--- src/video_timing_pkg.sv ---
package video_timing_pkg;

	//////////////////////////////
	// geometry sets
	//////////////////////////////

	// horizontal set, all values in pixel clocks from line start
	typedef struct packed {
		// last pixel of the line, count wraps after it
		logic [8:0] line_last;
		logic [8:0] hblank_start;
		logic [8:0] hblank_end;
		logic [8:0] hsync_start;
		logic [8:0] hsync_end;
	} h_timing_t;

	// vertical set, all values are line numbers
	typedef struct packed {
		logic [8:0] frame_last;
		logic [8:0] vblank_start;
		logic [8:0] vblank_end;
		logic [8:0] vsync_start;
		logic [8:0] vsync_end;
	} v_timing_t;

	//////////////////////////////
	// video outputs
	//////////////////////////////

	// all active low, as on the board
	typedef struct packed {
		logic hsync_n;
		logic hblank_n;
		logic hreset_n;
		logic vsync_n;
		logic vblank_n;
		logic vreset_n;
	} video_sync_t;

	// low bits double as 1H 2H 4H and 1V
	typedef struct packed {
		logic [8:0] h;
		logic [8:0] v;
	} raster_pos_t;

	// original board geometry, 384 x 264
	localparam h_timing_t H_DEFAULT = '{9'd383, 9'd272, 9'd368, 9'd304, 9'd336};
	localparam v_timing_t V_DEFAULT = '{9'd263, 9'd240, 9'd16, 9'd248, 9'd0};

	//////////////////////////////
	// register map, word addresses
	//////////////////////////////

	localparam int REG_LINE_LAST    = 0;
	localparam int REG_HBLANK_START = 1;
	localparam int REG_HBLANK_END   = 2;
	localparam int REG_HSYNC_START  = 3;
	localparam int REG_HSYNC_END    = 4;
	localparam int REG_FRAME_LAST   = 5;
	localparam int REG_VBLANK_START = 6;
	localparam int REG_VBLANK_END   = 7;
	localparam int REG_VSYNC_START  = 8;
	localparam int REG_VSYNC_END    = 9;
	// read only
	localparam int REG_STATUS       = 10;

endpackage

--- src/clock_enable_gen.sv ---
`timescale 1ns/10ps

module clock_enable_gen (
	input  logic CLK_48M,
	input  logic rst,
	output logic ce_24m,
	output logic ce_12m,
	output logic ce_6m
);

	// free running divide by 8
	logic [2:0] master_cnt;

	always_ff @(posedge CLK_48M) begin
		if (rst) begin
			master_cnt <= 3'd0;
		end else begin
			master_cnt <= master_cnt + 3'd1;
		end
	end

	//////////////////////////////
	// strobe decode
	//////////////////////////////

	// each strobe once per period, on the all-ones phase
	assign ce_24m = master_cnt[0];
	assign ce_12m = &master_cnt[1:0];
	// pixel clock enable, one cycle in eight
	assign ce_6m  = &master_cnt;

	// pixel strobe never stretches over two cycles
	a_ce_6m_single : assert property (
		@(posedge CLK_48M) disable iff (rst)
		ce_6m |=> !ce_6m
	);

endmodule

--- src/horizontal_timing.sv ---
`timescale 1ns/10ps

module horizontal_timing (
	input  logic                        CLK_48M,
	input  logic                        rst,
	input  logic                        ce_6m,
	input  video_timing_pkg::h_timing_t h_active,
	output logic [8:0]                  h_pos,
	output logic                        hsync_n,
	output logic                        hblank_n,
	output logic                        hreset_n,
	output logic                        line_done
);

	// line reset pixel of the original board
	localparam logic [8:0] HRESET_PIX = 9'd15;

	logic [8:0] h_cnt;
	logic [8:0] h_next;
	logic       h_wrap;

	//////////////////////////////
	// pixel counter
	//////////////////////////////

	// wrap after the programmed last pixel
	assign h_wrap = (h_cnt == h_active.line_last);
	assign h_next = h_wrap ? 9'd0 : h_cnt + 9'd1;

	// strobe on the ce_6m that wraps the count
	assign line_done = ce_6m & h_wrap;
	assign h_pos     = h_cnt;

	always_ff @(posedge CLK_48M) begin
		if (rst) begin
			h_cnt <= 9'd0;
		end else if (ce_6m) begin
			h_cnt <= h_next;
		end
	end

	//////////////////////////////
	// sync and blank flops
	//////////////////////////////

	// compare against next count so edges line up with h_pos
	always_ff @(posedge CLK_48M) begin
		if (rst) begin
			hsync_n  <= 1'b1;
			hblank_n <= 1'b1;
			hreset_n <= 1'b1;
		end else if (ce_6m) begin
			// sync, falls at start and rises at end
			if (h_next == h_active.hsync_start) begin
				hsync_n <= 1'b0;
			end else if (h_next == h_active.hsync_end) begin
				hsync_n <= 1'b1;
			end

			// blank, same set and clear scheme
			if (h_next == h_active.hblank_start) begin
				hblank_n <= 1'b0;
			end else if (h_next == h_active.hblank_end) begin
				hblank_n <= 1'b1;
			end

			// one pixel wide
			hreset_n <= (h_next != HRESET_PIX);
		end
	end

	// count stays inside the active line
	a_h_in_range : assert property (
		@(posedge CLK_48M) disable iff (rst)
		h_cnt <= h_active.line_last
	);

endmodule

--- src/timing_regs.sv ---
`timescale 1ns/10ps

module timing_regs #(
	parameter int WB_ADDR_W = 4,
	parameter int WB_DATA_W = 16
) (
	input  logic                          CLK_48M,
	input  logic                          rst,
	input  logic                          wb_cyc,
	input  logic                          wb_stb,
	input  logic                          wb_we,
	input  logic [WB_ADDR_W-1:0]          wb_adr,
	input  logic [WB_DATA_W-1:0]          wb_dat_w,
	output logic [WB_DATA_W-1:0]          wb_dat_r,
	output logic                          wb_ack,
	input  logic                          frame_start,
	input  video_timing_pkg::raster_pos_t raster,
	output video_timing_pkg::h_timing_t   h_active,
	output video_timing_pkg::v_timing_t   v_active
);
	import video_timing_pkg::*;

	// sets written by the bus, applied at frame start
	h_timing_t h_stage;
	v_timing_t v_stage;

	logic                 bus_req;
	logic [8:0]           wr_val;
	logic                 upd_pending;
	logic [15:0]          status_word;
	logic [WB_DATA_W-1:0] rd_word;

	// new request only once the previous ack has dropped
	assign bus_req = wb_cyc & wb_stb & ~wb_ack;
	// geometry fields are 9 bits wide
	assign wr_val = wb_dat_w[8:0];

	// staged values still waiting for the frame boundary
	assign upd_pending = (h_stage != h_active) | (v_stage != v_active);

	// line count low, coarse column above, pending flag on top
	assign status_word = {upd_pending, raster.h[8:3], raster.v};

	//////////////////////////////
	// read mux
	//////////////////////////////

	always_comb begin
		rd_word = '0;
		case (wb_adr)
			REG_LINE_LAST:    rd_word[8:0] = h_stage.line_last;
			REG_HBLANK_START: rd_word[8:0] = h_stage.hblank_start;
			REG_HBLANK_END:   rd_word[8:0] = h_stage.hblank_end;
			REG_HSYNC_START:  rd_word[8:0] = h_stage.hsync_start;
			REG_HSYNC_END:    rd_word[8:0] = h_stage.hsync_end;
			REG_FRAME_LAST:   rd_word[8:0] = v_stage.frame_last;
			REG_VBLANK_START: rd_word[8:0] = v_stage.vblank_start;
			REG_VBLANK_END:   rd_word[8:0] = v_stage.vblank_end;
			REG_VSYNC_START:  rd_word[8:0] = v_stage.vsync_start;
			REG_VSYNC_END:    rd_word[8:0] = v_stage.vsync_end;
			REG_STATUS:       rd_word = WB_DATA_W'(status_word);
			// unmapped reads as zero
			default:          rd_word = '0;
		endcase
	end

	//////////////////////////////
	// bus handshake and sets
	//////////////////////////////

	always_ff @(posedge CLK_48M) begin
		if (rst) begin
			wb_ack   <= 1'b0;
			h_stage  <= H_DEFAULT;
			v_stage  <= V_DEFAULT;
			h_active <= H_DEFAULT;
			v_active <= V_DEFAULT;
		end else begin
			// single cycle ack
			wb_ack <= bus_req;

			if (bus_req && wb_we) begin
				case (wb_adr)
					REG_LINE_LAST:    h_stage.line_last    <= wr_val;
					REG_HBLANK_START: h_stage.hblank_start <= wr_val;
					REG_HBLANK_END:   h_stage.hblank_end   <= wr_val;
					REG_HSYNC_START:  h_stage.hsync_start  <= wr_val;
					REG_HSYNC_END:    h_stage.hsync_end    <= wr_val;
					REG_FRAME_LAST:   v_stage.frame_last   <= wr_val;
					REG_VBLANK_START: v_stage.vblank_start <= wr_val;
					REG_VBLANK_END:   v_stage.vblank_end   <= wr_val;
					REG_VSYNC_START:  v_stage.vsync_start  <= wr_val;
					REG_VSYNC_END:    v_stage.vsync_end    <= wr_val;
					// status and unmapped ignore writes
					default: ;
				endcase
			end

			// whole sets swap at once, frame never torn
			if (frame_start) begin
				h_active <= h_stage;
				v_active <= v_stage;
			end
		end
	end

	// read data held with ack
	always_ff @(posedge CLK_48M) begin
		if (bus_req) begin
			wb_dat_r <= rd_word;
		end
	end

	// ack only answers a live request
	a_ack_after_req : assert property (
		@(posedge CLK_48M) disable iff (rst)
		$rose(wb_ack) |-> $past(wb_cyc && wb_stb)
	);

	// ack is one cycle wide
	a_ack_single : assert property (
		@(posedge CLK_48M) disable iff (rst)
		wb_ack |=> !wb_ack
	);

endmodule

--- src/vertical_timing.sv ---
`timescale 1ns/10ps

module vertical_timing (
	input  logic                        CLK_48M,
	input  logic                        rst,
	input  logic                        line_done,
	input  logic                        hsync_n,
	input  video_timing_pkg::v_timing_t v_active,
	output logic [8:0]                  v_pos,
	output logic                        vsync_n,
	output logic                        vblank_n,
	output logic                        vreset_n,
	output logic                        frame_start
);

	logic [8:0] v_cnt;
	logic [8:0] v_next;
	logic       v_wrap;
	logic       v_zero;

	//////////////////////////////
	// line counter
	//////////////////////////////

	assign v_wrap = (v_cnt == v_active.frame_last);
	assign v_next = v_wrap ? 9'd0 : v_cnt + 9'd1;
	assign v_zero = (v_cnt == 9'd0);

	// last line done, next one is line 0
	assign frame_start = line_done & v_wrap;
	assign v_pos       = v_cnt;

	always_ff @(posedge CLK_48M) begin
		if (rst) begin
			v_cnt <= 9'd0;
		end else if (line_done) begin
			v_cnt <= v_next;
		end
	end

	//////////////////////////////
	// sync and blank flops
	//////////////////////////////

	// edges land on the line_done into the matching line
	always_ff @(posedge CLK_48M) begin
		if (rst) begin
			vsync_n  <= 1'b1;
			vblank_n <= 1'b1;
		end else if (line_done) begin
			if (v_next == v_active.vsync_start) begin
				vsync_n <= 1'b0;
			end else if (v_next == v_active.vsync_end) begin
				vsync_n <= 1'b1;
			end

			if (v_next == v_active.vblank_start) begin
				vblank_n <= 1'b0;
			end else if (v_next == v_active.vblank_end) begin
				vblank_n <= 1'b1;
			end
		end
	end

	// frame reset, hsync period of line 0
	// both terms come straight from flops
	assign vreset_n = ~(v_zero & ~hsync_n);

	// line count stays inside the active frame
	a_v_in_range : assert property (
		@(posedge CLK_48M) disable iff (rst)
		v_cnt <= v_active.frame_last
	);

endmodule

--- src/video_timing_top.sv ---
`timescale 1ns/10ps

module video_timing_top #(
	parameter int WB_ADDR_W = 4,
	parameter int WB_DATA_W = 16
) (
	input  logic                          CLK_48M,
	input  logic                          rst,
	input  logic                          wb_cyc,
	input  logic                          wb_stb,
	input  logic                          wb_we,
	input  logic [WB_ADDR_W-1:0]          wb_adr,
	input  logic [WB_DATA_W-1:0]          wb_dat_w,
	output logic [WB_DATA_W-1:0]          wb_dat_r,
	output logic                          wb_ack,
	output logic                          ce_6m,
	output video_timing_pkg::raster_pos_t raster,
	output video_timing_pkg::video_sync_t sync
);
	import video_timing_pkg::*;

	// active geometry from the register block
	h_timing_t  h_active;
	v_timing_t  v_active;

	logic [8:0] h_pos;
	logic [8:0] v_pos;
	logic       hsync_n;
	logic       hblank_n;
	logic       hreset_n;
	logic       vsync_n;
	logic       vblank_n;
	logic       vreset_n;
	logic       line_done;
	logic       frame_start;

	//////////////////////////////
	// divider
	//////////////////////////////

	// faster strobes not needed by the counters
	clock_enable_gen u_clock_enable_gen (
		.CLK_48M (CLK_48M),
		.rst     (rst),
		.ce_24m  (),
		.ce_12m  (),
		.ce_6m   (ce_6m)
	);

	// geometry registers
	timing_regs #(
		.WB_ADDR_W (WB_ADDR_W),
		.WB_DATA_W (WB_DATA_W)
	) u_timing_regs (
		.CLK_48M     (CLK_48M),
		.rst         (rst),
		.wb_cyc      (wb_cyc),
		.wb_stb      (wb_stb),
		.wb_we       (wb_we),
		.wb_adr      (wb_adr),
		.wb_dat_w    (wb_dat_w),
		.wb_dat_r    (wb_dat_r),
		.wb_ack      (wb_ack),
		.frame_start (frame_start),
		.raster      (raster),
		.h_active    (h_active),
		.v_active    (v_active)
	);

	//////////////////////////////
	// counters
	//////////////////////////////

	horizontal_timing u_horizontal_timing (
		.CLK_48M   (CLK_48M),
		.rst       (rst),
		.ce_6m     (ce_6m),
		.h_active  (h_active),
		.h_pos     (h_pos),
		.hsync_n   (hsync_n),
		.hblank_n  (hblank_n),
		.hreset_n  (hreset_n),
		.line_done (line_done)
	);

	// steps once per line
	vertical_timing u_vertical_timing (
		.CLK_48M     (CLK_48M),
		.rst         (rst),
		.line_done   (line_done),
		.hsync_n     (hsync_n),
		.v_active    (v_active),
		.v_pos       (v_pos),
		.vsync_n     (vsync_n),
		.vblank_n    (vblank_n),
		.vreset_n    (vreset_n),
		.frame_start (frame_start)
	);

	// pack outputs
	assign raster = '{h: h_pos, v: v_pos};
	assign sync   = '{hsync_n, hblank_n, hreset_n, vsync_n, vblank_n, vreset_n};

endmodule
--- config.mk ---
export PLATFORM = sky130hd
export DESIGN_NAME = video_timing_top
export DESIGN_NICKNAME = d
export VERILOG_FILES = /design/src/video_timing_pkg.sv /design/src/clock_enable_gen.sv /design/src/horizontal_timing.sv /design/src/timing_regs.sv /design/src/vertical_timing.sv /design/src/video_timing_top.sv
export SDC_FILE = /design/constraint.sdc
export NUM_CORES = 1
export LEC_CHECK = 0
export ABC_AREA = 1
export BUFFER_PORTS_ARGS = -buffer_cell sky130_fd_sc_hd__buf_2
export CORE_UTILIZATION = 24
export CTS_CLUSTER_DIAMETER = 100
export DETAILED_ROUTE_END_ITERATION = 10
export GPL_ROUTABILITY_DRIVEN = 0
export RECOVER_POWER = 50
export SLEW_MARGIN = 20
export SYNTH_ARGS = -nofsm -noshare
export SYNTH_HDL_FRONTEND = slang
export SYNTH_SLANG_ARGS = --single-unit
--- constraint.sdc ---
create_clock -name CLK_48M -period 3.2 [get_ports CLK_48M]
set_input_delay 0 -clock CLK_48M [delete_from_list [all_inputs] [get_ports CLK_48M]]
set_output_delay 0 -clock CLK_48M [all_outputs]
set_load 0.01 [all_outputs]
After elaboration in Yosys (flattened, before gate mapping) --
Cells that the tools add are included. Widths: inputs -> output; s select.
Word-level totals: bits of input ports 25, memories 0, word-level logic and storage cells 99, bits in latches 0, output and inout bits 42, memory bits (writable) 0, register bits 223, bits in read-only memories 0
Operators by class: magnitude comparators 0, multiply operators 0, eq/ne operators 23, shift-type cells 0, reductions and logical operators 22, bitwise logic cells 9, add/sub/neg operators 3, muxes and demuxes 11, div/mod/pow operators 0
Operator list (count):
- $pmux 9 s11 | 1
- $eq 9x9->1 | 10
- $ne 45x45->1 | 2
- $reduce_and 2->1 | 12
- $add 9x1->9 const B | 2
- $mux 9 | 2
- $eq 4x3->1 const B | 4
- $eq 4x4->1 const B | 3
- $logic_not 9->1 | 1
- $ne 9x4->1 const B | 1
- $eq 4x2->1 const B | 2
- $mux 1 | 8
- $reduce_and 4->1 | 2
- $reduce_bool 2->1 | 4
- $and 1x1->1 | 5
- $eq 4x1->1 const B | 1
- $logic_not 4->1 | 1
- $add 3x1->3 const B | 1
- $not 1->1 | 3
- $reduce_and 3->1 | 1
- $logic_and 1x1->1 | 1
- $or 1x1->1 | 1

Logic depth before layout (Yosys ltp) --
Gate-level depths: netlist (run 1).
depth in word-level cells 5, depth in mapped cells 18, gate-level depth less buffers 17

Modules after synthesis --
From an unflattened synthesis (run 1), not the netlist that was laid out.
Second synthesis, totals: cells, all modules 1754, area total of the unflattened synthesis 11790.1 µm²
By module, submodules not included:
- timing_regs | seq. area each 4103.9 µm², times used 1, cells each 1243, area an instance 8826.0 µm²
- vertical_timing | seq. area each 220.2 µm², times used 1, cells each 250, area an instance 1410.1 µm²
- horizontal_timing | seq. area each 240.2 µm², times used 1, cells each 245, area an instance 1405.1 µm²
- clock_enable_gen | seq. area each 60.1 µm², times used 1, cells each 10, area an instance 103.8 µm²
- video_timing_top | seq. area each 0.0 µm², times used 1, cells each 6, area an instance 45.0 µm²

Worst setup path after synthesis (run 1) --
OpenSTA, ideal clock, no wires.
kind reg-to-reg, from reg u_timing_regs.wb_ack, to reg u_timing_regs.v_stage[29] in the netlist's numbering, path buffers 0, library setup time 0.120 ns, setup slack 0.201 ns, data arrival time 2.880 ns, cell stages (with the launch flop) 7, required time 3.080 ns, period minus slack after synthesis 2.999 ns, cells stage by stage dfxtp_1 -> nor3_1 -> nand2_2 -> nor2_2 -> clkinv_1 -> o21ai_0 -> a21oi_1
On the way: longest elaborated chain between the ends 4
RTL lines:
- from (decl) | RTL line timing_regs.sv:15 | output logic wb_ack,
- from (signal assigned) | RTL line timing_regs.sv:80 | wb_ack <= bus_req;
- $not 1->1 | RTL line timing_regs.sv:34 | assign bus_req = wb_cyc & wb_stb & ~wb_ack;
- $and 1x1->1 | RTL line timing_regs.sv:34
- via u_timing_regs.bus_req | RTL line timing_regs.sv:27 | logic bus_req;
- $logic_and 1x1->1 | RTL line timing_regs.sv:82 | if (bus_req && wb_we) begin
- $reduce_and 2->1 (no line)
- to (decl) | RTL line timing_regs.sv:25 | v_timing_t v_stage;
The timed path passes the listed nets, and every way through them passes these cells. A chain may end at the register's enable or synchronous reset.

==> results.txt, run 1 <==
The run finished, with violations left. The final reports fail on max-capacitance violations. The sequential area share after synthesis is between 40 and 50%.

The worst supply voltage drop on vdd came out at approximately 0.32 mV. The required time of the worst setup path is roughly 3.6 ns. No sink is reached through more buffers than the 3 on the longest clock path.

TritonCTS built the clock tree. The category of the worst setup path capture point is a register. The floorplan has 78 rows. Global routing consumed, over all layers together, ~16% of the routing resources.

The worst-case headroom to the max-slew limit is less than 1%. Measured in cells, the most critical reg-to-reg path has a length of 13. The class of the tightest hold or removal check is input pin to register. The number of antenna violations at the first check in global routing is 4. The number of levels in the clock H-tree came out at 1.

The count of filler cells inserted in the layout is between 5k and 6k. The global-route wire length before repair came out at approximately 60,000 microns. At the pin with the least slew margin, the transition time is ~1.5 ns. Along the worst path, the maximum fanout reaches 50. The clock skew after layout came out at roughly 0.015 ns. The mean cell area of the mapped netlist is roughly 7.2 sq um. The register bit count reported by yosys came out at roughly 220. The number of nets in the synthesized netlist is between 1.5k and 2k. The routed wire length per instance is between 15 and 20 microns. The number of pins with negative max-slew slack in the final report is 0. The core region area is around 46,000 sq um. The post-synthesis cell count is between 1.5k and 2k. The number of global-route vias before repair is 10.1k. The number of buffers inserted by port buffering came out at between 50 and 60. The critical path arrival came out at between 3 and 4 ns. The final critical delay including setup and external delays came out at between 2 and 3 ns. The number of top-level pins came out at between 60 and 70. The setup slack of the most critical reg-to-reg path is ~0.65 ns. The number of remaining DRC errors is 0.

The maximum number of pins on one net before global-route repair came out at 102. The sum of routed wire length over all layers came out at around 39,000 microns. For this run, the number of Yosys warnings is 0.

The die is 218 microns wide. The critical path starts at rst. The highest clock rate came out at 364 MHz. For this run, the post-layout net count is about 1.6k.

The reg-to-reg critical path endpoint is u_vertical_timing.vsync_n. Setup total negative slack on the finished layout was measured at 0 ns. The clock-pin slew on the worst setup and hold paths came out at 0.06 ns. The startpoint identified for the worst register-to-register timing path is u_vertical_timing.v_pos[1]. Setup repair after global routing left no endpoint under its margin. Dividing total power by cell area gives a power density of 472 nW/um^2.

The via count normalized by instance count is between 4 and 5. The ratio of final minimum period to clock period is roughly 86%. The floorplan step defined a die boundary enclosing roughly 48,000 sq um. STA classifies the critical path startpoint as an input pin. The worst setup path is of the input pin to register kind. The clock buffer count from CTS came out at 27. The hold violation count in the final report is 0.

The count of max-cap constraint violations came out at 1. In the layout the commonest cells are sky130_fd_sc_hd__nand2_1, sky130_fd_sc_hd__dfxtp_1, sky130_fd_sc_hd__nor2_1. The first detailed-routing pass took 5 iterations. Relative to the synthesized area, the layout overhead comes to 15.5%. The most critical setup path has its endpoint at u_timing_regs.v_active[42]. The most common library cell in the layout ignoring fill and taps is sky130_fd_sc_hd__nand2_1. Clock tree synthesis selected as its root buffer the cell sky130_fd_sc_hd__clkbuf_16. The clock net sink count is around 220. The half-perimeter wire length of the detailed placement result is 27,700 microns.

The summed instance area of the synthesized netlist is ~11,000 sq um. The initial utilization of the core area, before any placement, comes to about a quarter. Cells with a size suffix above 1 make up between 6 and 7% of the layout. The global-route congestion overflow total is 0.

The number of instances resized during post-cts repair is 0. The worst hold slack across all endpoints is 0.159 ns. The number of failing setup endpoints in the final timing report is 0. The design draws roughly 0.0061 W. After the first detailed-routing iteration, the DRC count stood at 1,005. The post-detailed-route count of antenna-violating nets came out at 0. The number of vias in the routed layout came out at roughly 11k. The die outline height is between 200 and 250 microns.

The worst-skew pair later-pin latency came out at between 0.5 and 0.6 ns. The leakage power is ~5.8 nW. The number of distinct library cells after synthesis is 34.
layer usage:
layer	global-route usage, %	part of all wire [%]	wire [microns]
met2	25.5	45	17300
met3	2.54	7.8	3020
met4	6.29	3.3	1280
met1	21.8	44	17000
met5	0	0.049	19
layout make-up:
type,count,area (sq um),area share (%)
flip-flops and latches,223,4620,35.7
clock inverters,13,115,0.890
multi-input cells,1093,5610,43.4
repair buffers,86,498,3.85
inverters,159,597,4.61
diodes,2,5.00,0.0387
clock buffers,35,736,5.69
well taps,600,751,5.80
worst max-delay path, cell delays in order:
cell	delay (ns)
sky130_fd_sc_hd__dlygate4sd3_1	0.52
sky130_fd_sc_hd__clkbuf_1	0.89
sky130_fd_sc_hd__inv_2	0.70
sky130_fd_sc_hd__clkbuf_2	0.69
sky130_fd_sc_hd__o21ai_0	0.24
sky130_fd_sc_hd__a21oi_1	0.07
Yosys cell counts:
library cell	count	area (sq um)
sky130_fd_sc_hd__buf_2	17	85.1
sky130_fd_sc_hd__o21ai_0	165	826
sky130_fd_sc_hd__nor3_1	16	80.1
sky130_fd_sc_hd__ha_1	5	62.6
sky130_fd_sc_hd__buf_4	10	75.1
sky130_fd_sc_hd__nor2_4	4	45.0
sky130_fd_sc_hd__or2_0	2	12.5
sky130_fd_sc_hd__nand3_1	103	515
sky130_fd_sc_hd__a21oi_1	96	480
sky130_fd_sc_hd__a221oi_1	25	219
sky130_fd_sc_hd__nand2_1	290	1090
sky130_fd_sc_hd__nand3b_1	6	45.0
sky130_fd_sc_hd__nor2_1	182	683
sky130_fd_sc_hd__nand2_4	1	11.3
sky130_fd_sc_hd__buf_6	3	33.8
sky130_fd_sc_hd__o22ai_1	11	68.8
sky130_fd_sc_hd__a22o_1	3	26.3
sky130_fd_sc_hd__o211ai_1	24	180
sky130_fd_sc_hd__nand4_1	10	62.6
sky130_fd_sc_hd__or2_1	1	6.26
sky130_fd_sc_hd__and3_1	1	6.26
sky130_fd_sc_hd__edfxtp_1	16	480
sky130_fd_sc_hd__or2_2	1	6.26
sky130_fd_sc_hd__inv_1	142	533
sky130_fd_sc_hd__nand2_2	10	62.6
sky130_fd_sc_hd__inv_2	14	52.6
sky130_fd_sc_hd__nor2_2	8	50.1
sky130_fd_sc_hd__xnor2_1	18	158
sky130_fd_sc_hd__clkbuf_1	37	139
sky130_fd_sc_hd__buf_1	6	22.5
sky130_fd_sc_hd__xor2_1	94	823
sky130_fd_sc_hd__dfxtp_1	207	4140
sky130_fd_sc_hd__clkinv_1	3	11.3
sky130_fd_sc_hd__nor4_1	17	106
sequential cells by signal, summed over array words and instances (netlist names):
signal and cells:
u_horizontal_timing.h_pos 9, u_horizontal_timing.hsync_n 1, u_vertical_timing.v_pos 9, u_timing_regs.v_active 45, u_timing_regs.h_active 45, u_vertical_timing.vsync_n 1, u_clock_enable_gen.master_cnt 3, u_horizontal_timing.hreset_n 1
u_timing_regs.wb_dat_r 16, u_timing_regs.wb_ack 1, u_timing_regs.v_stage 45, u_timing_regs.h_stage 45, u_horizontal_timing.hblank_n 1, u_vertical_timing.vblank_n 1
worst min-delay path by stage:
stage	startpoint	to	slack [ns]	depth (start not counted)
3_3_place_gp	wb_cyc	u_timing_regs.wb_ack	0.26	3
2_1_floorplan	wb_cyc	u_timing_regs.wb_ack	0.14	2
5_1_grt	wb_adr[3]	u_timing_regs.v_stage[33]	0.21	6
4_1_cts	wb_stb	u_timing_regs.wb_dat_r[8]	0.10	4
6_report	wb_adr[3]	u_timing_regs.v_stage[31]	0.16	6
3_5_place_dp	wb_cyc	u_timing_regs.wb_ack	0.27	3
report_power, final:
group	switching, W	total (W)	leakage (nW)	internal, W
Combinational	0.000186	0.000255	3.50	0.0000697
Sequential	0.0000183	0.00285	1.82	0.00283
Clock	0.00123	0.00300	0.421	0.00177
Total	0.00143	0.00610	5.75	0.00467
cell families after synthesis:
group,share of synthesized area (%)
and+or+nand+nor,24.8
DFF,41.3
adders and majority gates,0.558
xor gates and xnor gates,8.76
buffers and inverters,8.50
AOI/OAI and AO/OA,16.1
repair_timing:
| item | in CTS | in global routing |
|---|---|---|
| buffers inserted | 0 | 0 |
| hold endpoints to repair | 92 | 0 |
| hold buffers | 12 | 0 |
| setup endpoints to repair | 0 | 0 |
through the flow:
step | setup WS, ns | util, % | cell area (sq um) | cells
3_5_place_dp | 0.662 | 26.4 | 12100 | 2149
4_1_cts | 0.654 | 28.5 | 13000 | 2209
5_1_grt | 0.206 | 28.3 | 12900 | 2210
2_1_floorplan | 0.201 | - | 11200 | 1548
3_3_place_gp | 0.705 | 26.4 | 12100 | 2149
6_report | 0.455 | 28.3 | 12900 | 2211
Note: power is estimated with default switching activity, not from simulation.
==> run 2: changes to the inputs <==
Settings changed: GPL_TIMING_DRIVEN set to 0.
==> results.txt, run 2 (synthesized netlist as in run 1, its figures left out) <==
For the worst flop-to-flop path, the logic depth is 7. The worst-case headroom to the max-slew limit is approximately 34%. The required time of the worst setup path is roughly 3.6 ns. The count of max-cap constraint violations came out at 0. The number of global-route vias before repair is 10.6k. The clock tree buffer depth is 3. The number of remaining DRC errors came out at 0.

The die outline height came out at approximately 220 microns. During I/O placement, the number of pins put on the boundary was 67. The slew at the pin closest to its max-slew limit is between 0.9 and 1 ns. The number of instances resized during post-cts repair is 0.

The layout cell share with drive strength beyond 1 came out at around 6.2%. The cell sitting at the root of the clock tree is a sky130_fd_sc_hd__clkbuf_16. The hold violation count in the final report is 0. The class of the tightest hold or removal check is input pin to register. The number of buffer and inverter stages on the critical path came out at 2. The clock buffer count from CTS came out at 27. The maximum net fanout on the critical path is 10.

Grouping stages by cell kind, the critical path spends the most delay in simple AND/OR/NAND/NOR gates. The total power per unit cell area is between 400 and 500 nW/um^2. The number of vias in the routed layout is 11.3k. The setup slack of the most critical reg-to-reg path is approximately 0.4 ns.

STA classifies the critical path startpoint as a register. Buffers added to address setup during post-CTS repair amount to 0. The slowest library cell on the worst path is sky130_fd_sc_hd__nor2_1. The via count normalized by instance count came out at roughly 5.

The leakage power is 5.81 nW. The worst hold path was traced through 3 stages. The library cell used most frequently in the layout, excluding fill and tap cells, is sky130_fd_sc_hd__nand2_1. Once the floorplan was initialized, standard cells occupied roughly a quarter of the core. The number of levels in the clock H-tree is 1. The maximum number of pins on one net before global-route repair came out at 14. The total design power is 0.00636 W. The global-route congestion overflow total came out at 0.

The clock skew after layout came out at approximately 0.014 ns. The floorplan step defined a die boundary enclosing around 48,000 sq um. The half-perimeter wire length of the detailed placement result is around 33,000 microns. The top cell types in the final layout, fill and taps aside, are sky130_fd_sc_hd__nand2_1, sky130_fd_sc_hd__dfxtp_1, sky130_fd_sc_hd__nor2_1. The clock drives about 220 sinks. Setup repair after global routing left no endpoint under its margin. The post-detailed-route count of antenna-violating nets is 0. The number of failing setup endpoints in the final timing report came out at 0. Based on the critical path, the design can be clocked at up to 357 MHz. The critical path arrival is roughly 3.2 ns. The number of placement rows came out at between 70 and 80. The core utilization of the finished layout came out at 28.6%. The clock-pin slew on the worst setup and hold paths came out at 0.06 ns. Clock latency on the worst-skew pair, taken at its later pin, is 0.56 ns. The worst hold path terminates at u_timing_regs.h_stage[20]. The number of pins with negative max-slew slack in the final report came out at 0. The worst setup path is of the register to register kind. The total routing usage reported by global routing is between 10% and 20%. The routed wire length per instance is just under 20 microns. The final layout net count came out at about 1.7k. The number of buffers inserted by port buffering came out at a little under 50.

The final critical delay including setup and external delays is 2.80 ns. Traced cell by cell, the critical path runs through nor3_2 -> nand2_1 -> nor2_1 -> inv_1 -> buf_2 -> o21ai_0 -> a21oi_1. The die is 218 microns wide.

The core region area is around 46,000 sq um. Dividing the final minimum period by the clock period gives about 88%. The number of violations reported at the end of detailed-routing iteration 0 came out at 1,171. In this run, post-CTS hold repair placed 3 buffers.

The global-route wire length before repair came out at about 65,000 microns. The worst setup path is captured at a register. The count of TritonRoute iterations in the first routing pass is 6. The flow ran to the end, and the final reports show no timing, DRC or antenna violations. The worst supply voltage drop on vdd came out at roughly 0.42 mV.

The stage delay of the slowest cell on the critical path is roughly 0.6 ns. Wires add up to about 44,000 microns. TritonCTS built the clock tree. The area growth from synthesis to layout is 16.7%. The startpoint identified for the worst register-to-register timing path is u_timing_regs.wb_ack. Tracing the worst setup path back leads to its startpoint at u_timing_regs.wb_ack.

The launch instance of the worst min-delay path is wb_dat_w[2]. The number of antenna violations at the first check in global routing came to 4. The reg-to-reg critical path endpoint is u_timing_regs.h_stage[9].
==> run 2: cell types whose count changed in the layout (fill, tap and decap cells not counted), sizes merged <==
| cell | change |
|---|---|
| clkbuf | +43 |
| buf | +9 |
| dlygate4sd3 | -9 |
| clkinv | -6 |
| bufinv | +1 |
| inv | +1 |
==> run 2: through the flow <==
step           worst slack [ns]  hold WS [ns]  TNS (ns)  cell area [sq um]  instances
2_1_floorplan             0.201         0.135         0              11200       1548
3_3_place_gp              -2.30         0.242   -177.54              12200       2197
3_5_place_dp              0.493         0.273         0              12200       2199
4_1_cts                   0.482        0.0449         0              13200       2248
5_1_grt                   0.225        0.0696         0              13100       2249
6_report                  0.398        0.0722         0              13100       2250
==> run 2: power breakdown <==
group | switching (W) | total (W) | internal, W
registers | 0.0000183 | 0.00285 | 0.00283
clock network | 0.00127 | 0.00323 | 0.00197
logic | 0.000213 | 0.000275 | 0.0000626
==> run 2: how the worst max path moves through the flow <==
stage	endpoint	depth (start not counted)	slack, ns
CTS	u_timing_regs.v_active[42]	10	0.48
global route	u_timing_regs.h_stage[7]	6	0.23
finish	u_timing_regs.h_stage[9]	7	0.40
global placement	u_timing_regs.h_stage[9]	7	-2.30
detailed placement	u_timing_regs.v_active[42]	10	0.49
floorplan	u_timing_regs.v_stage[29]	6	0.20
==> run 2: per-layer routing <==
metal / GRT usage [%] / wire [microns] / vias to the layer above / share of wire [%]
li1: - / - / 5252 / -
met1: 23.9 / 18700 / 5312 / 42
met2: 28.4 / 19300 / 596 / 44
met3: 3.61 / 4170 / 117 / 9.4
met4: 8.18 / 2010 / 4 / 4.5
met5: 0 / 21 / - / 0.048
==> run 2: final cells by class <==
class / count / area [sq um]
multi-input cells: 1093 / 5600
clock buffers: 37 / 795
fillers: 5024 / 32600
repair buffers: 54 / 231
well taps: 600 / 751
inverters: 159 / 597
plain buffers: 73 / 343
diodes: 2 / 5.00
flip-flops and latches: 223 / 4620
clock inverters: 9 / 130
==> run 2: tightest hold or removal path: stages <==
cell and delay [ns]:
sky130_fd_sc_hd__buf_1 0.34, sky130_fd_sc_hd__nor2_1 0.20, sky130_fd_sc_hd__nor2_1 0.05
==> run 3: changes to the inputs <==
Settings changed: CAP_MARGIN set to 5.
Clock period 3.2 ns to 3.48 ns, I/O delays scaled along.
==> results.txt, run 3 (synthesized netlist as in run 1, its figures left out) <==
The class of the tightest hold or removal check is input pin to register. In this run the standard cell core region covers about 46,000 sq um. After global routing the overflow that remains totals 0. The floorplan die area is ~48,000 sq um. The clock tree buffer depth came out at 3. In this run the core area contains between 70 and 80 standard-cell rows. The hold violation count in the final report came out at 0. The worst setup slack before clock tree synthesis is 0.773 ns. The number of global-route vias before repair is 10.6k. CTS built an H-tree with a depth of 1. STA puts the critical path data required time at a little under 4 ns. In the final timing run, aggregate negative setup slack is 0 ns. The number of buffers inserted by port buffering is around 50. The initial utilization of the core area, before any placement, comes to around a quarter. Entering global routing, the biggest net connects 14 pins. For this run, the detailed router's first-pass iteration total came to 6. Buffers inserted during clock tree synthesis total 27. The final worst setup slack came out at ~0.66 ns. STA classifies the critical path startpoint as a register.

The number of top-level pins came out at 67. The highest clock rate is 354 MHz. The core utilization of the finished layout is between 20 and 30%. The category of the most critical setup path is register to register. The worst-skew pair later-pin latency is about 0.56 ns. In this run the worst path has a maximum fanout of 10.

Summing internal, switching and leakage power gives just under 0.006 W. Setup repair after global routing left no endpoint under its margin. The number of instances resized during post-cts repair is 0. STA classifies the critical path endpoint as a register.

The number of remaining DRC errors is 0. The post-detailed-placement cell area came out at 12,200 sq um. The sum of routed wire length over all layers came out at between 40,000 and 50,000 microns.

The routed wire length per instance came out at between 15 and 20 microns. The final cell area excluding filler cells came out at about 13,000 sq um. The worst-case headroom to the max-slew limit came out at about a third. The clock-pin slew on the worst setup and hold paths is 0.06 ns. The library cell used most frequently in the layout, excluding fill and tap cells, is sky130_fd_sc_hd__nand2_1. The clock net sink count came out at 223. The startpoint identified for the worst register-to-register timing path is u_timing_regs.wb_ack.

After legalization and detailed placement, the total HPWL measured roughly 33,000 microns. The total power per unit cell area came out at around 450 nW/um^2. The final layout contains ~1.7k nets. The clock skew after layout is 0.0143 ns. The leakage power is slightly below 6 nW. Leaving out fill and tap cells, the most frequent cells in the layout are sky130_fd_sc_hd__nand2_1, sky130_fd_sc_hd__dfxtp_1, sky130_fd_sc_hd__nor2_1. In this run the remaining antenna-violating nets after routing total 0.

The floorplan step set the die width to between 200 and 250 microns. The library cell used as clock root buffer is sky130_fd_sc_hd__clkbuf_16. In this run the most critical hold path is launched from wb_dat_w[2]. The layout cell share with drive strength beyond 1 came out at 6.07%. The first global-routing pass estimated approximately 65,000 microns of wire. The number of antenna violations at the first check in global routing is 4. The count of filler cells inserted in the layout came out at 5,026. Setup violations remaining at the end of the flow were counted as 0. The final critical delay including setup and external delays is about 2.8 ns. The critical path starts at u_timing_regs.wb_ack. The count of max-cap constraint violations came out at 0. Data on the critical path arrives at its endpoint at 3.27 ns. The die outline height is approximately 220 microns. The slew at the pin closest to its max-slew limit is around 1 ns. The ratio of final minimum period to clock period came out at 81.2%. In this run, the number of DRC markers left after iteration 0 of detailed routing was between 1k and 1.5k. The layout-stage area growth over the synthesis result is 16.6%. TritonCTS built the clock tree. The flow ran to the end, and the final reports show no timing, DRC or antenna violations.

The worst supply voltage drop on vdd is between 0.3 and 0.4 mV. Across every metal layer, demand over resource in global routing totals between 10% and 20%. The via count normalized by instance count came out at between 5 and 6.

The number of vias in the routed layout came out at 11.3k. The number of pins with negative max-slew slack in the final report is 0.
-- run 3: cell counts in the layout (fill, tap and decap cells not counted) --
No cell type changed its count.
-- run 3: worst paths after layout --
check	depth (start not counted)	to	slack (ns)
worst min-delay path	3	u_timing_regs.h_stage[11]	0.08
worst max-delay path	6	u_timing_regs.v_stage[29]	0.66
worst max register to register	6	u_timing_regs.v_stage[29]	0.66
worst min register to register	1	u_clock_enable_gen.master_cnt[0]	0.44
-- run 3: stage by stage --
stage | instances | hold WS (ns)
2_1_floorplan | 1548 | 0.135
3_3_place_gp | 2197 | 0.242
3_5_place_dp | 2199 | 0.273
4_1_cts | 2248 | 0.0449
5_1_grt | 2249 | 0.0696
6_report | 2250 | 0.0824
-- run 3: what timing repair did --
item,CTS,global route
hold buffers,3,0
hold endpoints to repair,5,0
setup buffers,0,0
-- run 3: layout make-up --
class	count	area [sq um]	area share, %
Antenna cell	2	5.00	0.0383
Buffer	73	343	2.62
Clock buffer	37	795	6.08
Clock inverter	9	130	0.996
Inverter	159	597	4.57
Multi-Input combinational cell	1093	5590	42.8
Sequential cell	223	4620	35.4
Tap cell	600	751	5.75
Timing Repair Buffer	54	231	1.77
-- run 3: where the power goes --
part | internal [W] | switching, W
Clock | 0.00181 | 0.00117
Combinational | 0.0000575 | 0.000195
Sequential | 0.00260 | 0.0000169
-- run 3: layer usage --
| metal | vias to the layer above | part of all wire (%) | global-route usage (%) |
|---|---|---|---|
| met3 | 117 | 9.4 | 3.61 |
| met5 | - | 0.048 | 0 |
| met1 | 5339 | 42 | 23.9 |
| met2 | 587 | 44 | 28.4 |
| met4 | 4 | 4.5 | 8.18 |
| li1 | 5252 | - | - |
-- run 3: critical path, stage by stage, from the launching register on --
cell                       delay [ns]
sky130_fd_sc_hd__dfxtp_1         0.33
sky130_fd_sc_hd__nor3_2          0.48
sky130_fd_sc_hd__nand2_1         0.50
sky130_fd_sc_hd__nor2_1          0.65
sky130_fd_sc_hd__clkinv_1        0.43
sky130_fd_sc_hd__o21ai_0         0.26
sky130_fd_sc_hd__a21oi_1         0.06
